$ cat src/logic/macBusPkg.sv
package macBusPkg;

	// address widths
	typedef logic [23:0] cpuAddrT;	// 68000 byte address
	typedef logic [21:0] memAddrT;	// 4 MB memory byte address
	typedef logic [1:0]  ramSizeT;	// 0 = 128K, 1 = 512K, 2 = 1M, 3 = 4M
	typedef logic [19:0] sndDivT;	// fractional sound step accumulator

	// machine configuration
	typedef struct packed {
		logic    turbo;		// cpu gets two slots per bus cycle
		logic    romSize;	// 0 = 64K, 1 = 128K
		ramSizeT ramSize;
	} memConfigT;

	// one-hot decode of a cpu address
	typedef struct packed {
		logic ram;
		logic rom;
		logic scsi;
		logic scc;
		logic iwm;
		logic via;
	} selectT;

	// who owns the memory bus in the current clock
	typedef struct packed {
		logic videoGrant;	// bus cycle 0
		logic cpuGrant;		// bus cycle 1, and 3 in turbo
		logic extraGrant;	// bus cycle 2, shared by disk and sound
		logic dskIntAck;	// internal floppy reader owns the extra slot
		logic dskExtAck;	// external floppy reader
		logic sndAck;		// sound fetch, doubles as loadSound
	} busSlotT;

	// disk images live in the upper part of the rom area
	localparam memAddrT DSK_INT_BASE = 22'h100000;	// first image at 1 MB
	localparam memAddrT DSK_EXT_BASE = 22'h200000;	// second image at 2 MB

	// sound buffers near the top of ram
	localparam memAddrT SND_MAIN_BASE = 22'h3FFD00;
	localparam memAddrT SND_ALT_BASE  = 22'h3FA100;

	// main screen buffer
	localparam memAddrT VID_BASE = 22'h3FA700;

	// bus cycle positions
	localparam logic [1:0] CYCLE_VIDEO = 2'd0;
	localparam logic [1:0] CYCLE_CPU   = 2'd1;
	localparam logic [1:0] CYCLE_EXTRA = 2'd2;
	localparam logic [1:0] CYCLE_TURBO = 2'd3;	// second cpu slot in turbo mode

endpackage

$ cat src/logic/addrController.sv
`timescale 1ns/1ps

module addrController import macBusPkg::*; #(
	parameter int lineClocks   = 352,
	parameter int activeClocks = 128,
	parameter int hsyncClocks  = 32,
	parameter int frameLines   = 370,
	parameter int activeLines  = 342,
	parameter int vsyncLines   = 4,
	parameter int frameEvents  = 135408,
	parameter int stepEvents   = 5920
) (
	input  logic      clk8,
	input  logic      arstN,
	input  memConfigT memConfig,
	input  cpuAddrT   cpuAddr,		// 68000 strobe interface
	input  logic      cpuUdsN,
	input  logic      cpuLdsN,
	input  logic      cpuRw,
	input  logic      memoryOverlayOn,
	input  logic      sndAlt,
	input  memAddrT   dskReadAddrInt,	// held valid, taken on dskIntAck
	input  memAddrT   dskReadAddrExt,
	output memAddrT   memoryAddr,
	output logic      memoryUdsN,
	output logic      memoryLdsN,
	output logic      romOeN,
	output logic      ramOeN,
	output logic      ramWeN,
	output busSlotT   busSlot,
	output logic      scsiSel,
	output logic      sccSel,
	output logic      iwmSel,
	output logic      viaSel,
	output logic      hsync,
	output logic      vsync,
	output logic      hblankN,
	output logic      vblankN,
	output logic      loadPixels,
	output logic      loadSound
);

	selectT  select;
	memAddrT videoAddr;
	memAddrT sndAddr;

	assign loadSound = busSlot.sndAck;	// sample word is on the bus now

	addrDecoder u_addrDecoder (
		.address(cpuAddr), .memoryOverlayOn(memoryOverlayOn), .select(select),
		.scsiSel(scsiSel), .sccSel(sccSel), .iwmSel(iwmSel), .viaSel(viaSel)
	);

	busSlotSequencer u_busSlotSequencer (
		.clk8(clk8), .arstN(arstN), .turbo(memConfig.turbo), .busSlot(busSlot)
	);

	videoTimer #(
		.lineClocks(lineClocks), .activeClocks(activeClocks), .hsyncClocks(hsyncClocks),
		.frameLines(frameLines), .activeLines(activeLines), .vsyncLines(vsyncLines)
	) u_videoTimer (
		.clk8(clk8), .arstN(arstN), .busSlot(busSlot), .videoAddr(videoAddr),
		.hsync(hsync), .vsync(vsync), .hblankN(hblankN), .vblankN(vblankN),
		.loadPixels(loadPixels)
	);

	soundAddrGen #(.frameEvents(frameEvents), .stepEvents(stepEvents)) u_soundAddrGen (
		.clk8(clk8), .arstN(arstN), .sndAck(busSlot.sndAck), .vblankN(vblankN),
		.sndAlt(sndAlt), .sndAddr(sndAddr)
	);

	memAddrMapper u_memAddrMapper (
		.memConfig(memConfig), .busSlot(busSlot), .select(select), .cpuAddr(cpuAddr),
		.cpuUdsN(cpuUdsN), .cpuLdsN(cpuLdsN), .cpuRw(cpuRw), .videoAddr(videoAddr),
		.sndAddr(sndAddr), .dskReadAddrInt(dskReadAddrInt), .dskReadAddrExt(dskReadAddrExt),
		.hblankN(hblankN), .memoryAddr(memoryAddr), .memoryUdsN(memoryUdsN),
		.memoryLdsN(memoryLdsN), .romOeN(romOeN), .ramOeN(ramOeN), .ramWeN(ramWeN)
	);

endmodule

$ cat src/logic/addrDecoder.sv
`timescale 1ns/1ps

module addrDecoder import macBusPkg::*; (
	input  cpuAddrT address,
	input  logic    memoryOverlayOn,	// boot overlay maps rom at 0
	output selectT  select,
	output logic    scsiSel,
	output logic    sccSel,
	output logic    iwmSel,
	output logic    viaSel
);

	logic romLow;	// rom window at 0x000000 during boot
	logic romHigh;	// rom's normal home at 0x400000
	logic ramLow;	// ram at 0x000000 after boot
	logic ramHigh;	// ram moved up to 0x600000 while overlay is on

	assign romLow  = address[23:20] == 4'h0;
	assign romHigh = address[23:20] == 4'h4;
	assign ramLow  = address[23:22] == 2'b00;
	assign ramHigh = address[23:21] == 3'b011;

	always_comb begin
		select = '0;
		if (memoryOverlayOn) begin
			select.rom = romLow || romHigh;
			select.ram = ramHigh;
		end else begin
			select.rom = romHigh;
			select.ram = ramLow;
		end
		select.scsi = address[23:19] == 5'b0_1011;	// 0x580000 - 0x5fffff
		select.scc  = address[23:22] == 2'b10;		// 0x800000 - 0xbfffff
		select.iwm  = address[23:21] == 3'b110;		// 0xc00000 - 0xdfffff
		select.via  = address[23:19] == 5'b1_1101;	// 0xe80000 - 0xefffff
	end

	// peripheral chip selects go straight to the pins
	assign scsiSel = select.scsi;
	assign sccSel  = select.scc;
	assign iwmSel  = select.iwm;
	assign viaSel  = select.via;

endmodule

$ cat src/logic/busSlotSequencer.sv
`timescale 1ns/1ps

module busSlotSequencer import macBusPkg::*; (
	input  logic    clk8,
	input  logic    arstN,
	input  logic    turbo,	// cpu also takes bus cycle 3
	output busSlotT busSlot
);

	logic [1:0] busCycle;	// position in the four clock bus cycle
	logic [1:0] slotCnt;	// which user gets the extra slot
	logic [1:0] subCycle;	// throttles the cpu to 3 of 4 bus cycles
	logic       extraSlot;
	logic       cpuNormal;
	logic       cpuFast;

	always_ff @(posedge clk8 or negedge arstN) begin
		if (!arstN) begin
			busCycle <= '0;
			slotCnt  <= '0;
			subCycle <= '0;
		end else begin
			busCycle <= busCycle + 2'd1;
			// both slow counters step as the bus cycle wraps
			if (busCycle == CYCLE_TURBO) begin
				slotCnt  <= slotCnt + 2'd1;
				subCycle <= subCycle + 2'd1;
			end
		end
	end

	assign extraSlot = busCycle == CYCLE_EXTRA;
	assign cpuNormal = (busCycle == CYCLE_CPU) && (subCycle != 2'd2);	// skip every fourth
	assign cpuFast   = (busCycle == CYCLE_CPU) || (busCycle == CYCLE_TURBO);

	always_comb begin
		busSlot            = '0;
		busSlot.videoGrant = busCycle == CYCLE_VIDEO;
		busSlot.cpuGrant   = turbo ? cpuFast : cpuNormal;
		busSlot.extraGrant = extraSlot;
		// floppies take extra slots 0 and 1, sound takes 2, slot 3 idles
		busSlot.dskIntAck  = extraSlot && (slotCnt == 2'd0);
		busSlot.dskExtAck  = extraSlot && (slotCnt == 2'd1);
		busSlot.sndAck     = extraSlot && (slotCnt == 2'd2);
	end

endmodule

$ cat src/logic/memAddrMapper.sv
`timescale 1ns/1ps

module memAddrMapper import macBusPkg::*; (
	input  memConfigT memConfig,
	input  busSlotT   busSlot,
	input  selectT    select,
	input  cpuAddrT   cpuAddr,
	input  logic      cpuUdsN,
	input  logic      cpuLdsN,
	input  logic      cpuRw,		// high for a read
	input  memAddrT   videoAddr,
	input  memAddrT   sndAddr,
	input  memAddrT   dskReadAddrInt,
	input  memAddrT   dskReadAddrExt,
	input  logic      hblankN,		// video reads only in the visible part
	output memAddrT   memoryAddr,
	output logic      memoryUdsN,
	output logic      memoryLdsN,
	output logic      romOeN,
	output logic      ramOeN,
	output logic      ramWeN
);

	logic    cpuRam;
	logic    cpuRom;
	logic    ramAccess;
	logic    romAccess;
	logic    dskRead;
	memAddrT addrMux;
	memAddrT foldAddr;

	assign cpuRam    = busSlot.cpuGrant && select.ram;
	assign cpuRom    = busSlot.cpuGrant && select.rom;
	assign ramAccess = cpuRam || busSlot.videoGrant || busSlot.sndAck;	// video and sound are ram
	assign romAccess = cpuRom;
	assign dskRead   = busSlot.dskIntAck || busSlot.dskExtAck;	// disk images sit in rom space

	assign addrMux = busSlot.sndAck     ? sndAddr :
	                 busSlot.videoGrant ? videoAddr :
	                 cpuAddr[21:0];

	// fold the address down to the configured ram and rom sizes
	always_comb begin
		foldAddr = addrMux;
		if (ramAccess) begin
			if (memConfig.ramSize == 2'd0)
				foldAddr[18:17] = 2'b00;	// 128K
			if (!memConfig.ramSize[1])
				foldAddr[19] = 1'b0;		// 128K and 512K
			if (memConfig.ramSize != 2'd3)
				foldAddr[21:20] = 2'b00;	// everything below 4M
		end else if (romAccess) begin
			foldAddr[21:18] = 4'h0;
			if (!memConfig.romSize) begin
				foldAddr[16] = 1'b0;
				foldAddr[17] = 1'b1;		// 64K image is at 0x20000
			end else begin
				foldAddr[17] = 1'b0;
			end
		end
	end

	// disk reads bypass folding and land in their image area
	assign memoryAddr = busSlot.dskIntAck ? dskReadAddrInt + DSK_INT_BASE :
	                    busSlot.dskExtAck ? dskReadAddrExt + DSK_EXT_BASE :
	                    foldAddr;

	assign romOeN = !(dskRead || (cpuRom && cpuRw));
	assign ramOeN = !((busSlot.videoGrant && hblankN) || busSlot.sndAck || (cpuRam && cpuRw));
	assign ramWeN = !(cpuRam && !cpuRw);

	// other users always read whole words
	assign memoryUdsN = busSlot.cpuGrant ? cpuUdsN : 1'b0;
	assign memoryLdsN = busSlot.cpuGrant ? cpuLdsN : 1'b0;

endmodule

$ cat src/logic/soundAddrGen.sv
`timescale 1ns/1ps

module soundAddrGen import macBusPkg::*; #(
	parameter int frameEvents = 135408,	// clk8 events per frame, scaled
	parameter int stepEvents  = 5920	// events per sample step
) (
	input  logic    clk8,
	input  logic    arstN,
	input  logic    sndAck,		// sound owns this extra slot
	input  logic    vblankN,
	input  logic    sndAlt,		// alternate sound buffer
	output memAddrT sndAddr
);

	localparam sndDivT frameSize = sndDivT'(frameEvents);
	localparam sndDivT stepSize  = sndDivT'(stepEvents);

	sndDivT sndDiv;
	logic   vblankLast;	// vblankN as seen at the previous sound slot
	logic   frameStart;

	// vblankN fell since the last sound slot
	assign frameStart = vblankLast && !vblankN;

	always_ff @(posedge clk8 or negedge arstN) begin
		if (!arstN) begin
			sndAddr    <= SND_MAIN_BASE;
			sndDiv     <= '0;
			vblankLast <= 1'b0;
		end else if (sndAck) begin
			vblankLast <= vblankN;
			if (frameStart) begin
				sndAddr <= sndAlt ? SND_ALT_BASE : SND_MAIN_BASE;
				sndDiv  <= '0;
			end else if (sndDiv >= frameSize - 1'b1) begin
				sndDiv  <= sndDiv - frameSize + stepSize;	// keep the remainder
				sndAddr <= sndAddr + 22'd2;			// next sample word
			end else begin
				sndDiv <= sndDiv + stepSize;
			end
		end
	end

endmodule

$ cat src/logic/videoTimer.sv
`timescale 1ns/1ps

module videoTimer import macBusPkg::*; #(
	parameter int lineClocks   = 352,	// clk8 per line
	parameter int activeClocks = 128,	// visible part of a line
	parameter int hsyncClocks  = 32,
	parameter int frameLines   = 370,
	parameter int activeLines  = 342,
	parameter int vsyncLines   = 4
) (
	input  logic    clk8,
	input  logic    arstN,
	input  busSlotT busSlot,
	output memAddrT videoAddr,
	output logic    hsync,
	output logic    vsync,
	output logic    hblankN,
	output logic    vblankN,
	output logic    loadPixels	// frame buffer word on the bus last clock
);

	localparam int xBits = $clog2(lineClocks);
	localparam int yBits = $clog2(frameLines);

	logic [xBits-1:0] xPos;
	logic [xBits-1:0] xNext;
	logic [yBits-1:0] yPos;
	logic [yBits-1:0] yNext;
	logic             frameEnd;	// last clock of the last line
	logic             visible;

	assign frameEnd = (xPos == xBits'(lineClocks - 1)) && (yPos == yBits'(frameLines - 1));
	assign visible  = (xPos < xBits'(activeClocks)) && (yPos < yBits'(activeLines));

	always_comb begin
		xNext = xPos + 1'b1;
		yNext = yPos;
		if (xPos == xBits'(lineClocks - 1)) begin
			xNext = '0;
			yNext = (yPos == yBits'(frameLines - 1)) ? '0 : yPos + 1'b1;
		end
	end

	// beam position, and syncs taken from the next position so they line up with it
	always_ff @(posedge clk8 or negedge arstN) begin
		if (!arstN) begin
			xPos    <= '0;
			yPos    <= '0;
			hsync   <= 1'b0;
			vsync   <= 1'b0;
			hblankN <= 1'b0;
			vblankN <= 1'b0;
		end else begin
			xPos    <= xNext;
			yPos    <= yNext;
			hblankN <= xNext < xBits'(activeClocks);
			vblankN <= yNext < yBits'(activeLines);
			hsync   <= xNext >= xBits'(lineClocks - hsyncClocks);	// tail of the line
			vsync   <= yNext >= yBits'(frameLines - vsyncLines);
		end
	end

	// fetch address walks the frame buffer one word per visible video slot
	always_ff @(posedge clk8 or negedge arstN) begin
		if (!arstN) begin
			loadPixels <= 1'b0;
			videoAddr  <= VID_BASE;
		end else begin
			loadPixels <= busSlot.videoGrant && visible;
			if (frameEnd)
				videoAddr <= VID_BASE;	// ready for line 0
			else if (loadPixels)
				videoAddr <= videoAddr + 22'd2;
		end
	end

endmodule

$ cat config.mk
export PLATFORM = sky130hd
export DESIGN_NAME = addrController
export DESIGN_NICKNAME = d
export VERILOG_FILES = /design/src/logic/macBusPkg.sv /design/src/logic/addrController.sv /design/src/logic/addrDecoder.sv /design/src/logic/busSlotSequencer.sv /design/src/logic/memAddrMapper.sv /design/src/logic/soundAddrGen.sv /design/src/logic/videoTimer.sv
export SDC_FILE = /design/constraint.sdc
export NUM_CORES = 1
export LEC_CHECK = 0
export BUFFER_PORTS_ARGS = -buffer_cell sky130_fd_sc_hd__buf_4
export CORE_ASPECT_RATIO = 1.4
export CORE_MARGIN = 2
export CORE_UTILIZATION = 45
export DETAILED_ROUTE_END_ITERATION = 16
export PLACE_DENSITY = 0.68
export SLEW_MARGIN = 40
export SYNTH_ARGS = -nofsm -noshare
export SYNTH_HDL_FRONTEND = slang
export SYNTH_SLANG_ARGS = --single-unit
$ cat constraint.sdc
create_clock -name clk8 -period 2.7 [get_ports clk8]
set_input_delay 0.27 -clock clk8 [delete_from_list [all_inputs] [get_ports clk8]]
set_output_delay 0.27 -clock clk8 [all_outputs]
set_load 0.02 [all_outputs]
==> reports/qor.csv <==
stage,metric,value,unit
sta,"Slew Viols, Final",0,
synth,"Cell Area, Synth",5820,µm²
worst_hold_path,HP Class,primary input to register,
detailed_routing,DR pass1 iterations,4,
synth,"Seq/Total Area, Yosys",0.384,
sta,final hold viol count,0,
sta,fin crit share,0.970,
finish,Area Growth Syn to Fin,26.1,%
worst_setup_path,"slowest stage cell, crit path",or4_1,
floorplanning,die span in y,139,µm
cts,Clock Latency Late Sink,0.35,ns
detailed_routing,post-route ant nets,0,
global_route,first-pass GRT wire length,27.5,mm
synth,Synth top area share,0.275,
cts,clock root buffer,clkbuf_16,
detailed_routing,detailed router's first-iteration violation count,227,
sta,min Tclk post-route,2.62,ns
cts,H-tree Lvls,3,
place,post-DP HPWL,12.6,mm
worst_setup_path,CP Data Arrival Time,2.35,ns
synth,number of synthesized flops with an enable pin,0,
floorplanning,initial core utilization,0.456,
global_route,met1 Use GR,0.305,
place,post-placement cell area,6900,µm²
worst_setup_path,CP endpoint kind,output port,
power,VDD IR-drop max,0.327,mV
finish,layout cells sized above 1,0.254,
cts,CTS Sinks,88,
job,max cap viols,0,
sta,Final Setup Violations,0,
worst_setup_path,WS Path Type,register to output port,
finish,Multi-input gate area,3400,µm²
synth,Cell variety after synth,65,
global_route,GRT met2 Usage,0.433,
worst_setup_path,critical path startpoint category,register,
global_route,M3 GR Usage,0.0389,
global_route,vias in the first global route,5578,
cts,clock-pin slew on the worst setup and hold paths,0.07,ns
synth,syn_nets,787,
synth,ys async rst share,1.00,
detailed_routing,drt drc,0,
place,GPL Wtd Cong,0.927,
power,pwr/cell area,394,nW/µm²
sta,final hold slack,0.251,ns
floorplanning,CORE AREA,12800,µm²
worst_setup_path,CP Max Fanout,5,
floorplanning,die area,13900,µm²
worst_hold_path,HP Start,sndAlt,
sta,RSZ-0062 raised after global routing,yes,
worst_setup_path,worst r2r src,u_videoTimer.yPos[1],
synth,"Avg Cell Area, Syn",8.43,µm²
global_route,most used routing layer,met2,
cts,CTS Buffer Depth,2,
detailed_routing,WL/cell,17.6,µm
place,dpl cells,941,
worst_setup_path,R2R cell count,8,
worst_setup_path,"Req. time, crit path",2.43,ns
finish,n_diodes,0,
finish,nets,899,
synth,synthesized flop and latch total,88,
finish,FILL cells,1145,
run_status,status,"finished, final reports clean",
worst_setup_path,worst path cell trace,inv_1 > ha_2 > nand2b_4 > a211o_1 > or4_1 > a31oi_1 > buf_4,
worst_hold_path,Hold EP,u_soundAddrGen.sndAddr[14],
worst_setup_path,CP max stage delay,0.42,ns
worst_setup_path,R2R Setup Slk,0.35,ns
sta,fmax,382,MHz
worst_hold_path,worst hold stages,4,
detailed_routing,via count,5576,
sta,clock skew,0.00404,ns
detailed_routing,DR vias/cell,5.81,
finish,"Cell Count, Final, Fillers Out",960,
finish,fin area,7330,µm²
floorplanning,row count,49,
floorplanning,DIE WIDTH,100,µm
global_route,largest net degree at the start of global routing,61,
synth,Synth Instances,690,
place,PortBufs,121,
cts,CTS tree,yes,
synth,Synth area leaders,"dfrtp_1, dfstp_2, nand2_1",
synth,Synth area leader,dfrtp_1,
cts,CTS buffer count,9,
worst_setup_path,worst r2r dst,u_videoTimer.vsync,
synth,ys flop type,dfrtp_1,
detailed_routing,drt total wl,16.9,mm
power,P_leak,3.20,nW
synth,YS warnings,0,
finish,Sequential cell area,2230,µm²
sta,Slew HR,0.577,
sta,worst slew pin tran,0.618,ns
floorplanning,top-level I/O count,122,
global_route,initial antenna violation count,0,
global_route,grt total ovfl,0,
global_route,Total GRT Usage,0.246,
## critical path: cells and delay by family (launching register included)
| kind | cells | cell delay (ns) |
|---|---|---|
| compound gates | 2 | 0.58 |
| simple gates | 2 | 0.51 |
| flops | 1 | 0.41 |
| buf+inv | 2 | 0.26 |
| fa+ha+maj | 1 | 0.24 |
## routing by layer
metal  vias to the layer above  part of all wire
met5                         -                 0
met4                         0             0.024
met3                        29             0.039
met2                       157              0.53
met1                      2696              0.41
li1                       2694                 -
## logic make-up (layout without fill, tap and decap cells)
logic type,after synthesis,in the layout,share of synthesized area
simple gates,276,276,0.239
compound gates,179,179,0.190
flops,88,88,0.384
buf+inv,64,181,0.0454
xor+xnor,42,42,0.0633
mux,23,23,0.0404
fa+ha+maj,18,18,0.0387
## area by class of cell
type | instances | share of cell area
repair buffers | 139 | 0.151
flip-flops and latches | 88 | 0.304
inverters | 26 | 0.0133
clock inverters | 7 | 0.0109
well taps | 153 | 0.0261
clock buffers | 9 | 0.0307
multi-input cells | 538 | 0.463
## cells in the mapped netlist (11+ instances only)
cell type	n
nand2_1	85
dfrtp_1	64
nor2_1	60
o21ai_0	57
a21oi_1	43
nand3_1	28
clkbuf_1	25
inv_1	25
xor2_1	25
dfstp_2	24
mux2i_1	22
a211oi_1	20
nand4_1	19
ha_1	18
xnor2_1	17
or3_1	13
nor3_1	11
## flip-flops by register name, indices dropped and copies added, names as in the netlist, 2 cells and up
signal and flops:
u_soundAddrGen.sndDiv 16, u_busSlotSequencer.slotCnt 2, u_videoTimer.videoAddr 21, u_busSlotSequencer.busCycle 2, u_soundAddrGen.sndAddr 21, u_videoTimer.yPos 9, u_videoTimer.xPos 9, u_busSlotSequencer.subCycle 2
## cells in the final DEF, fill, tap and decap left out, drive strengths merged, types with 9 or more instances in the layout
| cell | count |
|---|---|
| and3 | 10 |
| a211oi | 21 |
| xor2 | 25 |
| or3 | 13 |
| a21oi | 43 |
| buf | 137 |
| nand4 | 19 |
| and2 | 9 |
| nor2 | 61 |
| dfstp | 24 |
| xnor2 | 17 |
| nor3 | 11 |
| inv | 27 |
| dfrtp | 64 |
| ha | 18 |
| nand2 | 85 |
| o21ai | 60 |
| a31oi | 10 |
| clkbuf | 10 |
| nand3 | 28 |
| mux2i | 22 |
## worst max path at each step
stage / startpoint / end / slack [ns] / cells past startpoint
2_1_floorplan: u_busSlotSequencer.busCycle[0] / memoryAddr[18] / 0.07 / 8
3_3_place_gp: u_busSlotSequencer.busCycle[0] / memoryAddr[21] / 0.24 / 8
3_5_place_dp: u_busSlotSequencer.busCycle[0] / memoryAddr[21] / 0.21 / 8
4_1_cts: u_busSlotSequencer.busCycle[0] / memoryAddr[21] / 0.03 / 8
5_1_grt: u_busSlotSequencer.busCycle[1] / memoryAddr[17] / -0.02 / 7
6_report: u_busSlotSequencer.busCycle[1] / memoryAddr[17] / 0.08 / 7
## per-stage QoR
step / power, W / utilization / TNS (ns) / worst slack (ns)
floorplan: 0.00142 / - / 0 / 0.0724
global placement: 0.00160 / 0.541 / 0 / 0.238
detailed placement: 0.00160 / 0.541 / 0 / 0.207
CTS: 0.00290 / 0.567 / 0 / 0.0300
global route: 0.00298 / 0.575 / -0.0315 / -0.0231
finish: 0.00289 / 0.575 / 0 / 0.0809
## report_power, final
group / total, W / leakage, nW / switching, W / internal, W
Clock: 0.00130 / 0.143 / 0.000577 / 0.000727
Sequential: 0.00132 / 1.07 / 0 / 0.00132
Combinational: 0.000264 / 1.99 / 0.000128 / 0.000136
Total: 0.00289 / 3.20 / 0.000705 / 0.00218
## repair_timing
action | CTS | global route
resized for setup | 3 | 14
hold buffers | 1 | 0
pin swaps | 0 | 2
gates cloned | 0 | 1
buffers inserted | 0 | 1
endpoints found under the hold margin | 26 | 0
setup endpoints to repair | 3 | 10
Power figures use the tool's default switching activity.
